<file path="config.mk">
export PLATFORM = sky130hd
export DESIGN_NAME = capture_top
export DESIGN_NICKNAME = d
export VERILOG_FILES = /design/src/common/capture_pkg.sv /design/src/capture/capture_framer.sv /design/src/capture/word_mux.sv /design/src/source/sample_fifo.sv /design/src/source/capture_top.sv
export VERILOG_INCLUDE_DIRS = /design/src /design/src/common
export SDC_FILE = /design/constraint.sdc
export NUM_CORES = 2
export LEC_CHECK = 0
export ABC_AREA = 1
export BUFFER_PORTS_ARGS = -buffer_cell sky130_fd_sc_hd__buf_4
export CORE_MARGIN = 3
export CORE_UTILIZATION = 55
export DETAILED_ROUTE_END_ITERATION = 7
export PLACE_DENSITY = 0.76
export SLEW_MARGIN = 25
export SYNTH_ARGS = -nofsm -noshare
export SYNTH_HDL_FRONTEND = slang
export SYNTH_SLANG_ARGS = --single-unit
</file>
<file path="constraint.sdc">
create_clock -name clk_245_76MHz -period 8.7 [get_ports clk_245_76MHz]
set_input_delay 0.435 -clock clk_245_76MHz [delete_from_list [all_inputs] [get_ports clk_245_76MHz]]
set_output_delay 0.435 -clock clk_245_76MHz [all_outputs]
set_load 0.005 [all_outputs]
</file>
<file path="src/common/capture_config.svh">
`ifndef CAPTURE_CONFIG_SVH
`define CAPTURE_CONFIG_SVH

// cycles the held enable stays up after enable falls or a chirp init
// matches the dds pipeline depth of the tx chain
`define CAP_DDS_LATENCY 2

// fifo depth as log2 of words, 5 -> 32 words
`define CAP_FIFO_DEPTH_LOG2 5

// route fields in the control word, 2 bits each
// code 0 adc, 1 dac, 2 sample count, 3 global count
`define CAP_ROUTE_L_LSB 0   // lower half select
`define CAP_ROUTE_U_LSB 4   // upper half select

// width of one route field
`define CAP_ROUTE_W 2

`endif

</file>
<file path="src/common/capture_pkg.sv">
package capture_pkg;

  // one i/q sample, i in [31:16], q in [15:0]
  typedef logic [31:0] sample_iq_t;

  // sample counter or global cycle counter value
  typedef logic [31:0] stamp_t;

  // one fifo word, upper half above lower half
  // header words carry {global count, sample count}
  typedef logic [63:0] cap_word_t;

  // source select for one half of a body word
  //   0 adc sample
  //   1 dac sample
  //   2 sample counter
  //   3 global counter
  typedef logic [1:0] route_sel_t;

  // dds latency countdown
  typedef logic [3:0] latency_cnt_t;

  // control word from the host side, only the route fields are used
  typedef logic [31:0] ctrl_word_t;

endpackage

</file>
<file path="src/capture/capture_framer.sv">
`timescale 1ns/1ps

`include "capture_config.svh"

module capture_framer (
  input  logic                clk_245_76MHz,
  input  logic                cpu_reset,
  input  logic                adc_enable_i,
  input  logic                chirp_init_i,
  input  logic                adc_valid_i,
  output logic                wr_en_o,        // one write per valid sample in the window
  output logic                wr_first_o,     // header marker, registered
  output logic                wr_last_o,      // trailer marker, combinational
  output capture_pkg::stamp_t sample_count_o  // words written since reset
);

  logic                      enable_r;      // one cycle behind adc_enable_i
  logic                      enable_rr;     // enable after the latency hold
  capture_pkg::latency_cnt_t latency_cnt;
  logic                      latency_zero;
  logic                      enable_fall;   // enable just dropped
  logic                      wr_first_r;
  capture_pkg::stamp_t       sample_cnt_r;

  assign latency_zero = (latency_cnt == '0);
  assign enable_fall  = enable_r & ~adc_enable_i;

  // enable sync and hold
  always_ff @(posedge clk_245_76MHz) begin
    if (cpu_reset) begin
      enable_r  <= 1'b0;
      enable_rr <= 1'b0;
    end else begin
      enable_r <= adc_enable_i;
      // frozen while the dds pipeline drains
      if (latency_zero) begin
        enable_rr <= enable_r;
      end
    end
  end

  // latency countdown, chirp init wins over the falling edge
  always_ff @(posedge clk_245_76MHz) begin
    if (cpu_reset) begin
      latency_cnt <= '0;
    end else if (chirp_init_i || enable_fall) begin
      latency_cnt <= capture_pkg::latency_cnt_t'(`CAP_DDS_LATENCY);
    end else if (!latency_zero) begin
      latency_cnt <= latency_cnt - 1'b1;
    end
  end

  // header marker lands in the first cycle of the held window
  always_ff @(posedge clk_245_76MHz) begin
    if (cpu_reset) begin
      wr_first_r <= 1'b0;
    end else begin
      wr_first_r <= latency_zero & enable_r & ~enable_rr;
    end
  end

  // every write advances the count, dropped words included
  always_ff @(posedge clk_245_76MHz) begin
    if (cpu_reset) begin
      sample_cnt_r <= '0;
    end else if (wr_en_o) begin
      sample_cnt_r <= sample_cnt_r + 1'b1;
    end
  end

  assign wr_en_o        = enable_rr & adc_valid_i;
  assign wr_first_o     = wr_first_r;
  assign wr_last_o      = latency_zero & enable_rr & ~enable_r;   // last held cycle
  assign sample_count_o = sample_cnt_r;  // pre-increment value for the header

endmodule

</file>
<file path="src/capture/word_mux.sv">
`timescale 1ns/1ps

`include "capture_config.svh"

module word_mux (
  input  logic                    clk_245_76MHz,
  input  logic                    cpu_reset,
  input  capture_pkg::ctrl_word_t control_word_i,
  input  capture_pkg::sample_iq_t adc_iq_i,
  input  capture_pkg::sample_iq_t dac_iq_i,
  input  capture_pkg::stamp_t     sample_count_i,
  input  logic                    first_i,
  input  logic                    last_i,
  output capture_pkg::cap_word_t  word_o
);

  capture_pkg::route_sel_t route_u_r;     // upper half source
  capture_pkg::route_sel_t route_l_r;     // lower half source
  capture_pkg::stamp_t     glbl_count_r;  // free running since reset
  capture_pkg::sample_iq_t half_u;
  capture_pkg::sample_iq_t half_l;
  logic                    header_sel;

  // same four way select for both halves
  function automatic capture_pkg::sample_iq_t pick_half(
    input capture_pkg::route_sel_t sel,
    input capture_pkg::sample_iq_t adc,
    input capture_pkg::sample_iq_t dac,
    input capture_pkg::stamp_t     smp,
    input capture_pkg::stamp_t     glb
  );
    case (sel)
      2'd0:    pick_half = adc;
      2'd1:    pick_half = dac;
      2'd2:    pick_half = smp;
      default: pick_half = glb;
    endcase
  endfunction

  // route selects take effect one edge after the control word changes
  always_ff @(posedge clk_245_76MHz) begin
    if (cpu_reset) begin
      route_u_r <= '0;
      route_l_r <= '0;
    end else begin
      route_u_r <= control_word_i[`CAP_ROUTE_U_LSB +: `CAP_ROUTE_W];
      route_l_r <= control_word_i[`CAP_ROUTE_L_LSB +: `CAP_ROUTE_W];
    end
  end

  always_ff @(posedge clk_245_76MHz) begin
    if (cpu_reset) begin
      glbl_count_r <= '0;
    end else begin
      glbl_count_r <= glbl_count_r + 1'b1;
    end
  end

  assign half_u     = pick_half(route_u_r, adc_iq_i, dac_iq_i, sample_count_i, glbl_count_r);
  assign half_l     = pick_half(route_l_r, adc_iq_i, dac_iq_i, sample_count_i, glbl_count_r);
  assign header_sel = first_i | last_i;

  // markers replace the body with a time stamp pair
  assign word_o = header_sel ? {glbl_count_r, sample_count_i} : {half_u, half_l};

endmodule

</file>
<file path="src/source/sample_fifo.sv">
`timescale 1ns/1ps

`include "capture_config.svh"

module sample_fifo (
  input  logic                   clk_245_76MHz,
  input  logic                   cpu_reset,
  input  logic                   wr_en_i,
  input  logic                   first_i,
  input  logic                   last_i,
  input  capture_pkg::cap_word_t word_i,
  input  logic                   out_ready_i,
  output capture_pkg::cap_word_t out_data_o,
  output logic                   out_first_o,
  output logic                   out_last_o,
  output logic                   out_valid_o,
  output logic                   overflow_o
);

  localparam int AW    = `CAP_FIFO_DEPTH_LOG2;
  localparam int DEPTH = 1 << AW;

  capture_pkg::cap_word_t mem_word [DEPTH];
  logic                   mem_first [DEPTH];
  logic                   mem_last [DEPTH];

  logic [AW-1:0] wr_ptr;
  logic [AW-1:0] rd_ptr;
  logic [AW:0]   fill;      // one extra bit so full is distinct from empty
  logic          full;
  logic          push;
  logic          pop;
  logic          overflow_r;

  assign full = (fill == DEPTH[AW:0]);
  assign push = wr_en_i & ~full;         // no back-pressure, excess words are lost
  assign pop  = out_valid_o & out_ready_i;

  // storage, flags kept beside each word
  always_ff @(posedge clk_245_76MHz) begin
    if (push) begin
      mem_word[wr_ptr]  <= word_i;
      mem_first[wr_ptr] <= first_i;
      mem_last[wr_ptr]  <= last_i;
    end
  end

  always_ff @(posedge clk_245_76MHz) begin
    if (cpu_reset) begin
      wr_ptr     <= '0;
      rd_ptr     <= '0;
      fill       <= '0;
      overflow_r <= 1'b0;
    end else begin
      if (push) begin
        wr_ptr <= wr_ptr + 1'b1;   // wraps at depth
      end
      if (pop) begin
        rd_ptr <= rd_ptr + 1'b1;
      end
      case ({push, pop})
        2'b10:   fill <= fill + 1'b1;
        2'b01:   fill <= fill - 1'b1;
        default: fill <= fill;       // both or neither
      endcase
      if (wr_en_i && full) begin
        overflow_r <= 1'b1;          // sticky
      end
    end
  end

  // head entry shown directly, stable until popped
  assign out_data_o  = mem_word[rd_ptr];
  assign out_first_o = mem_first[rd_ptr];
  assign out_last_o  = mem_last[rd_ptr];
  assign out_valid_o = (fill != '0);
  assign overflow_o  = overflow_r;

endmodule

</file>
<file path="src/source/capture_top.sv">
`timescale 1ns/1ps

module capture_top (
  input  logic                    clk_245_76MHz,
  input  logic                    cpu_reset,
  input  logic                    adc_enable_i,    // capture window, async to framing
  input  logic                    chirp_init_i,    // restarts the latency hold
  input  logic                    adc_valid_i,     // sample strobe, no handshake
  input  logic                    out_ready_i,
  input  capture_pkg::ctrl_word_t control_word_i,
  input  capture_pkg::sample_iq_t adc_iq_i,
  input  capture_pkg::sample_iq_t dac_iq_i,
  output capture_pkg::cap_word_t  out_data_o,
  output logic                    out_first_o,
  output logic                    out_last_o,
  output logic                    out_valid_o,
  output logic                    overflow_o       // sticky until reset
);

  logic                   wr_en;        // write strobe into the fifo
  logic                   wr_first;     // header marker
  logic                   wr_last;      // trailer marker
  capture_pkg::stamp_t    sample_count;
  capture_pkg::cap_word_t wr_word;      // header or routed body word

  capture_framer i_framer (
    .clk_245_76MHz  (clk_245_76MHz),
    .cpu_reset      (cpu_reset),
    .adc_enable_i   (adc_enable_i),
    .chirp_init_i   (chirp_init_i),
    .adc_valid_i    (adc_valid_i),
    .wr_en_o        (wr_en),
    .wr_first_o     (wr_first),
    .wr_last_o      (wr_last),
    .sample_count_o (sample_count)
  );

  word_mux i_word_mux (
    .clk_245_76MHz  (clk_245_76MHz),
    .cpu_reset      (cpu_reset),
    .control_word_i (control_word_i),
    .adc_iq_i       (adc_iq_i),
    .dac_iq_i       (dac_iq_i),
    .sample_count_i (sample_count),
    .first_i        (wr_first),
    .last_i         (wr_last),
    .word_o         (wr_word)
  );

  sample_fifo i_fifo (
    .clk_245_76MHz (clk_245_76MHz),
    .cpu_reset     (cpu_reset),
    .wr_en_i       (wr_en),
    .first_i       (wr_first),
    .last_i        (wr_last),
    .word_i        (wr_word),
    .out_ready_i   (out_ready_i),
    .out_data_o    (out_data_o),
    .out_first_o   (out_first_o),
    .out_last_o    (out_last_o),
    .out_valid_o   (out_valid_o),
    .overflow_o    (overflow_o)
  );

endmodule

</file>
After elaboration in Yosys (flattened, before gate mapping)
Memory sizes are Yosys's and may differ from the RTL's. A register that Yosys moved wholly into a read port is not among the register bits. Cells that the tools add are included.

Register bits: 92. RAM bits: 2112. Bits of input ports: 102. Output and inout bits: 68. Word-level logic and storage cells: 66. Memories kept: 3.

Memories: i_fifo.mem_word (words 32, width 64, read ports 1, clocked after Yosys merged registers in 1, wr ports 1, line sample_fifo.sv:23) `capture_pkg::cap_word_t mem_word [DEPTH];`; i_fifo.mem_first (words 32, width 1, read ports 1, clocked after Yosys merged registers in 1, wr ports 1, line sample_fifo.sv:24) `logic mem_first [DEPTH];`; i_fifo.mem_last (words 32, width 1, read ports 1, clocked after Yosys merged registers in 1, wr ports 1, line sample_fifo.sv:25) `logic mem_last [DEPTH];`.

Add/subtract/negate cells: 7. Eq/ne operators: 8. Mux-type cells: 14. Bitwise operators: 13. Reduce and logical (&&, ||, !) cells: 8.

Operators by type and width (count): $pmux 32 s3 (2); $add 32x1->32 const B (2); $mux 64 (1); $mux 5 (6); $pmux 6 s2 (1); $add 5x1->5 const B (2); $and 1x1->1 (8); $add 6x1->6 const B (1); $eq 2x1->1 const B (3); $eq 2x2->1 const B (3); $eq 6x6->1 const B (1); $reduce_bool 6->1 (1); $sub 6x1->6 const B (1); $logic_not 2->1 (2); $logic_not 4->1 (1); $mux 2 (2); $not 1->1 (4); $sub 4x1->4 const B (1); $mux 1 (2); $ne 2x2->1 const B (1); $reduce_bool 2->1 (1); $reduce_or 2->1 (1); $logic_and 1x1->1 (1); $logic_or 1x1->1 (1); $or 1x1->1 (1).

Depth between registers and ports, before layout
Depth after elaboration: 5. Depth in mapped cells: 18. Mapped depth without buffers: 17.

Cells and area by module
Synthesis repeated with hierarchy kept, for this count alone.

Cell total of the unflattened synthesis: 7853. Area, all modules: 90715.8 µm².

By module, submodules not included: sample_fifo (times used 1, cells an instance 6850, area an instance 85010.3 µm², sequential area each 63861.2 µm²); word_mux (times used 1, cells an instance 703, area an instance 3722.3 µm², sequential area each 720.7 µm²); capture_framer (times used 1, cells an instance 300, area an instance 1983.2 µm², sequential area each 780.7 µm²).

Worst setup path before layout
Ideal clock, no wire load.

Kind: input-to-reg. Start: input port adc_valid_i. End: memory i_fifo.mem_first[0], enable pin. Setup time: 0.491 ns. Arrival: 4.025 ns. Data required time: 8.209 ns. Setup slack: 4.184 ns. Cell stages on the path: 7. Path buffers: 1. Path through: nand2_2 -> inv_1 -> buf_2 -> nand2_1 -> inv_1 -> nand2_1 -> nor2_1.

Word-level cells in the longest chain between the ends: 4.

RTL lines: start, declared (line capture_top.sv:8) `input logic adc_valid_i,`; $and 1x1->1 (line capture_framer.sv:71) `assign wr_en_o = enable_rr & adc_valid_i;`; $and 1x1->1 (line sample_fifo.sv:36) `assign push = wr_en_i & ~full;`; $mux 1 (line sample_fifo.sv:41) `if (push) begin`; $mux 1 (implied by the code) (line sample_fifo.sv:43) `mem_first[wr_ptr] <= first_i;`; end, declared (line sample_fifo.sv:24).

Every way passes these cells.

==> impl_metrics.env <==
export IMPL_status="finished clean"
export IMPL_arrival_ps=4510
export IMPL_synth_edf_count=2112
export IMPL_grt_pass1_vias=59850
export IMPL_ir_drop_mv=0.2732
export IMPL_cts_buffers=209
export IMPL_overflow=0
export IMPL_synthTopCellsByCount="nand2_1 (2384), edfxtp_1 (2112), nand3_1 (1755), nor2_1 (326), o21ai_0 (266)"
export IMPL_gp_congestion=0.9053
export IMPL_dp_cells=9897
export IMPL_io_pin_count=170
export IMPL_startpoint_type="register"
export IMPL_fin_nets=8061
export IMPL_seqPwrFrac=0.448
export IMPL_fin_cells=10300
export IMPL_setup_viol=0
export IMPL_synth_top_area_share=0.6989
export IMPL_drtPass1Iterations=6
export IMPL_holdPathStages=2
export IMPL_drv_cap=0
export IMPL_ys_ff_latch=2209
export IMPL_yosysUniqueCellTypes=39
export IMPL_cts_setup_buffers=0
export IMPL_cts_resized=0
export IMPL_r2r_end="i_fifo.mem_word[24][49]"
export IMPL_power_frac_comb=0.229
export IMPL_yosys_area_top_type="edfxtp_1"
export IMPL_r2r_slack_ps=3980
export IMPL_cts_hold_buf=8
export IMPL_p_sw_uw=8307
export IMPL_swShare=0.3107
export IMPL_post_route_period_util=0.5678
export IMPL_async_flop_share=0
export IMPL_drt_initial_drc_count=9056
export IMPL_hold_end="i_framer.enable_r"
export IMPL_dp_hpwl_um=130100
export IMPL_p_per_area_mw_per_mm2=265.5
export IMPL_ant_nets=0
export IMPL_io_buffers=141
export IMPL_die_area_mm2=0.1699
export IMPL_yosysWarnings=0
export IMPL_tightest_slew_ps=1228
export IMPL_clkLatencyLatePin_ps=860
export IMPL_critPathRequiredTime_ps=8270
export IMPL_min_from="cpu_reset"
export IMPL_intPower_uw=18430
export IMPL_htreeDepth=4
export IMPL_drt_wl_total_um=253400
export IMPL_timing_rr_start="i_framer.enable_rr"
export IMPL_cts_root_buffer="clkbuf_16"
export IMPL_p_clk_frac=0.323
export IMPL_ys_flop_type="edfxtp_1"
export IMPL_path_class="register to output pin"
export IMPL_clk_pin_slew_ps=60
export IMPL_fmax_mhz=202.4
export IMPL_die_w_um=412.2
export IMPL_grt_pass1_wl_um=373900
export IMPL_wl_per_cell_um=24.60
export IMPL_start_util=0.5556
export IMPL_antenna_found_initial=3
export IMPL_tns_ps=0
export IMPL_cts_tree="yes"
export IMPL_finalHoldViolations=0
export IMPL_drc=0
export IMPL_vias=63660
export IMPL_skew_ps=34.03
export IMPL_grt_max_degree=243
export IMPL_coreArea_mm2=0.1633
export IMPL_drive_above_1_share=0.08456
export IMPL_power_leakage_uw=0.03520
export IMPL_critPathCaptureType="output pin"
export IMPL_hp_class="input port to register"
export IMPL_synth_nets=8040
export IMPL_reg2reg_depth=8
export IMPL_cp_max_fo=60
export IMPL_rsz0062_at_grt="no"
export IMPL_synth_area_mm2=0.09075
export IMPL_total_power_uw=26740
export IMPL_fp_dieH_um=412.2
export IMPL_rows=148
export IMPL_clockBufferDepth=3
export IMPL_drv_slew=0
export IMPL_grt_use_total=0.2954
export IMPL_ys_seq_area_frac=0.7203
export IMPL_syn_inst=7928
export IMPL_relSlewSlack=0.1814
export IMPL_viasPerCell=6.180
export IMPL_areaGrowthSynthToFinish_pct=10.98
export IMPL_syn_avg_cell_area_um2=11.45
export IMPL_yosysMostFrequentCell="nand2_1"
export IMPL_cts_sinks=2209
export IMPL_period_needed_ps=4940
export IMPL_netlist_top_cells_area="edfxtp_1 (70%), nand2_1 (9.9%), nand3_1 (9.7%), dfxtp_1 (2.1%), o21ai_0 (1.5%)"
-- per-layer routing --
metal	global-route usage	vias to the layer above	share of wire
li1	-	28070	-
met1	0.4158	30470	0.37
met2	0.4571	4443	0.46
met3	0.05616	671	0.13
met4	0.1199	4	0.043
met5	0	-	0.00011
-- worst max path at each step --
stage | endpoint | startpoint
floorplan | i_fifo.mem_first[0] | adc_valid_i
detailed placement | i_fifo.mem_word[24][48] | adc_valid_i
global route | out_data_o[62] | register
global placement | i_fifo.mem_word[24][56] | adc_valid_i
finish | out_data_o[62] | register
CTS | out_data_o[42] | register
-- worst max-delay path: stages (launching register included) --
cell	delay, ps
dfxtp_4	900
buf_4	740
buf_4	860
nand3_1	150
nand2_1	110
nand2_1	60
nand2_1	110
nand2_1	50
nand2_1	390
buf_4	200
-- cells in the final DEF (no fill, tap or decap), types with 6 or more instances in the layout --
| cell type | count |
|---|---|
| dlygate4sd3_1 | 8 |
| buf_12 | 14 |
| clkinv_1 | 51 |
| o21ai_2 | 30 |
| ha_1 | 10 |
| clkbuf_16 | 210 |
| clkinvlp_4 | 6 |
| dfxtp_1 | 92 |
| o22ai_1 | 79 |
| nand2_1 | 2384 |
| o2111ai_1 | 12 |
| nor2_2 | 7 |
| a21oi_1 | 104 |
| nor2_1 | 292 |
| a221oi_1 | 7 |
| o221ai_1 | 6 |
| o211ai_1 | 7 |
| o21ai_1 | 12 |
| o21ai_0 | 222 |
| clkinv_2 | 33 |
| nor3_1 | 16 |
| o21ai_4 | 17 |
| bufinv_16 | 9 |
| buf_4 | 274 |
| edfxtp_1 | 2112 |
| nand3_1 | 1755 |
| xor2_1 | 10 |
| nand4_1 | 15 |
| inv_6 | 6 |
| nor2_4 | 33 |
| inv_1 | 171 |
| clkbuf_1 | 60 |
| a21oi_2 | 10 |
-- per-stage QoR --
stage / hold WS (ps) / setup WS, ps / area, um2 / util
6_report: 133.4 / 3760 / 100700 / 0.6166
2_1_floorplan: 429.7 / 4184 / 90750 / -
4_1_cts: 87.51 / 3711 / 100500 / 0.6152
5_1_grt: 123.1 / 3650 / 100700 / 0.6166
3_3_place_gp: 447.0 / 4134 / 93870 / 0.5747
3_5_place_dp: 468.2 / 4030 / 93950 / 0.5753
-- registers in the layout, indices dropped and copies added (netlist names), named ones only --
signal / cells
i_fifo.fill: 6
i_fifo.mem_first: 32
i_fifo.mem_last: 32
i_fifo.mem_word: 2048
i_fifo.overflow_o: 1
i_fifo.rd_ptr: 5
i_fifo.wr_ptr: 5
i_framer.enable_r: 1
i_framer.enable_rr: 1
i_framer.latency_cnt: 4
i_framer.sample_count_o: 32
i_framer.wr_first_o: 1
i_word_mux.glbl_count_r: 32
i_word_mux.route_l_r: 2
i_word_mux.route_u_r: 2
-- kinds of logic after synthesis --
group / Yosys count / share of synthesized area
compound gates: 515 / 0.03093
simple gates: 4507 / 0.2119
xor+xnor: 13 / 0.001255
buf+inv: 674 / 0.03429
fa+ha+maj: 10 / 0.001379
flops: 2209 / 0.7203
-- power groups by stage --
stage | Clock [uW] | Combinational, uW | Sequential (uW)
detailed placement | 0 | 5960 | 12200
global placement | 0 | 5820 | 12200
finish | 8640 | 6130 | 12000
global route | 9120 | 6730 | 12000
floorplan | 0 | 4220 | 12100
CTS | 8690 | 6020 | 12000
-- cell type report --
cell class | count | area [um2]
sequential | 2209 | 65380
fill | 12130 | 62610
multi-input combinational | 5045 | 22880
clock buffer | 272 | 5508
tap | 2175 | 2721
timing repair buffer | 305 | 2584
clock inverter | 114 | 937.1
inverter | 179 | 701.9
antenna | 1 | 2.502
Note: power is estimated with default switching activity, not from simulation.
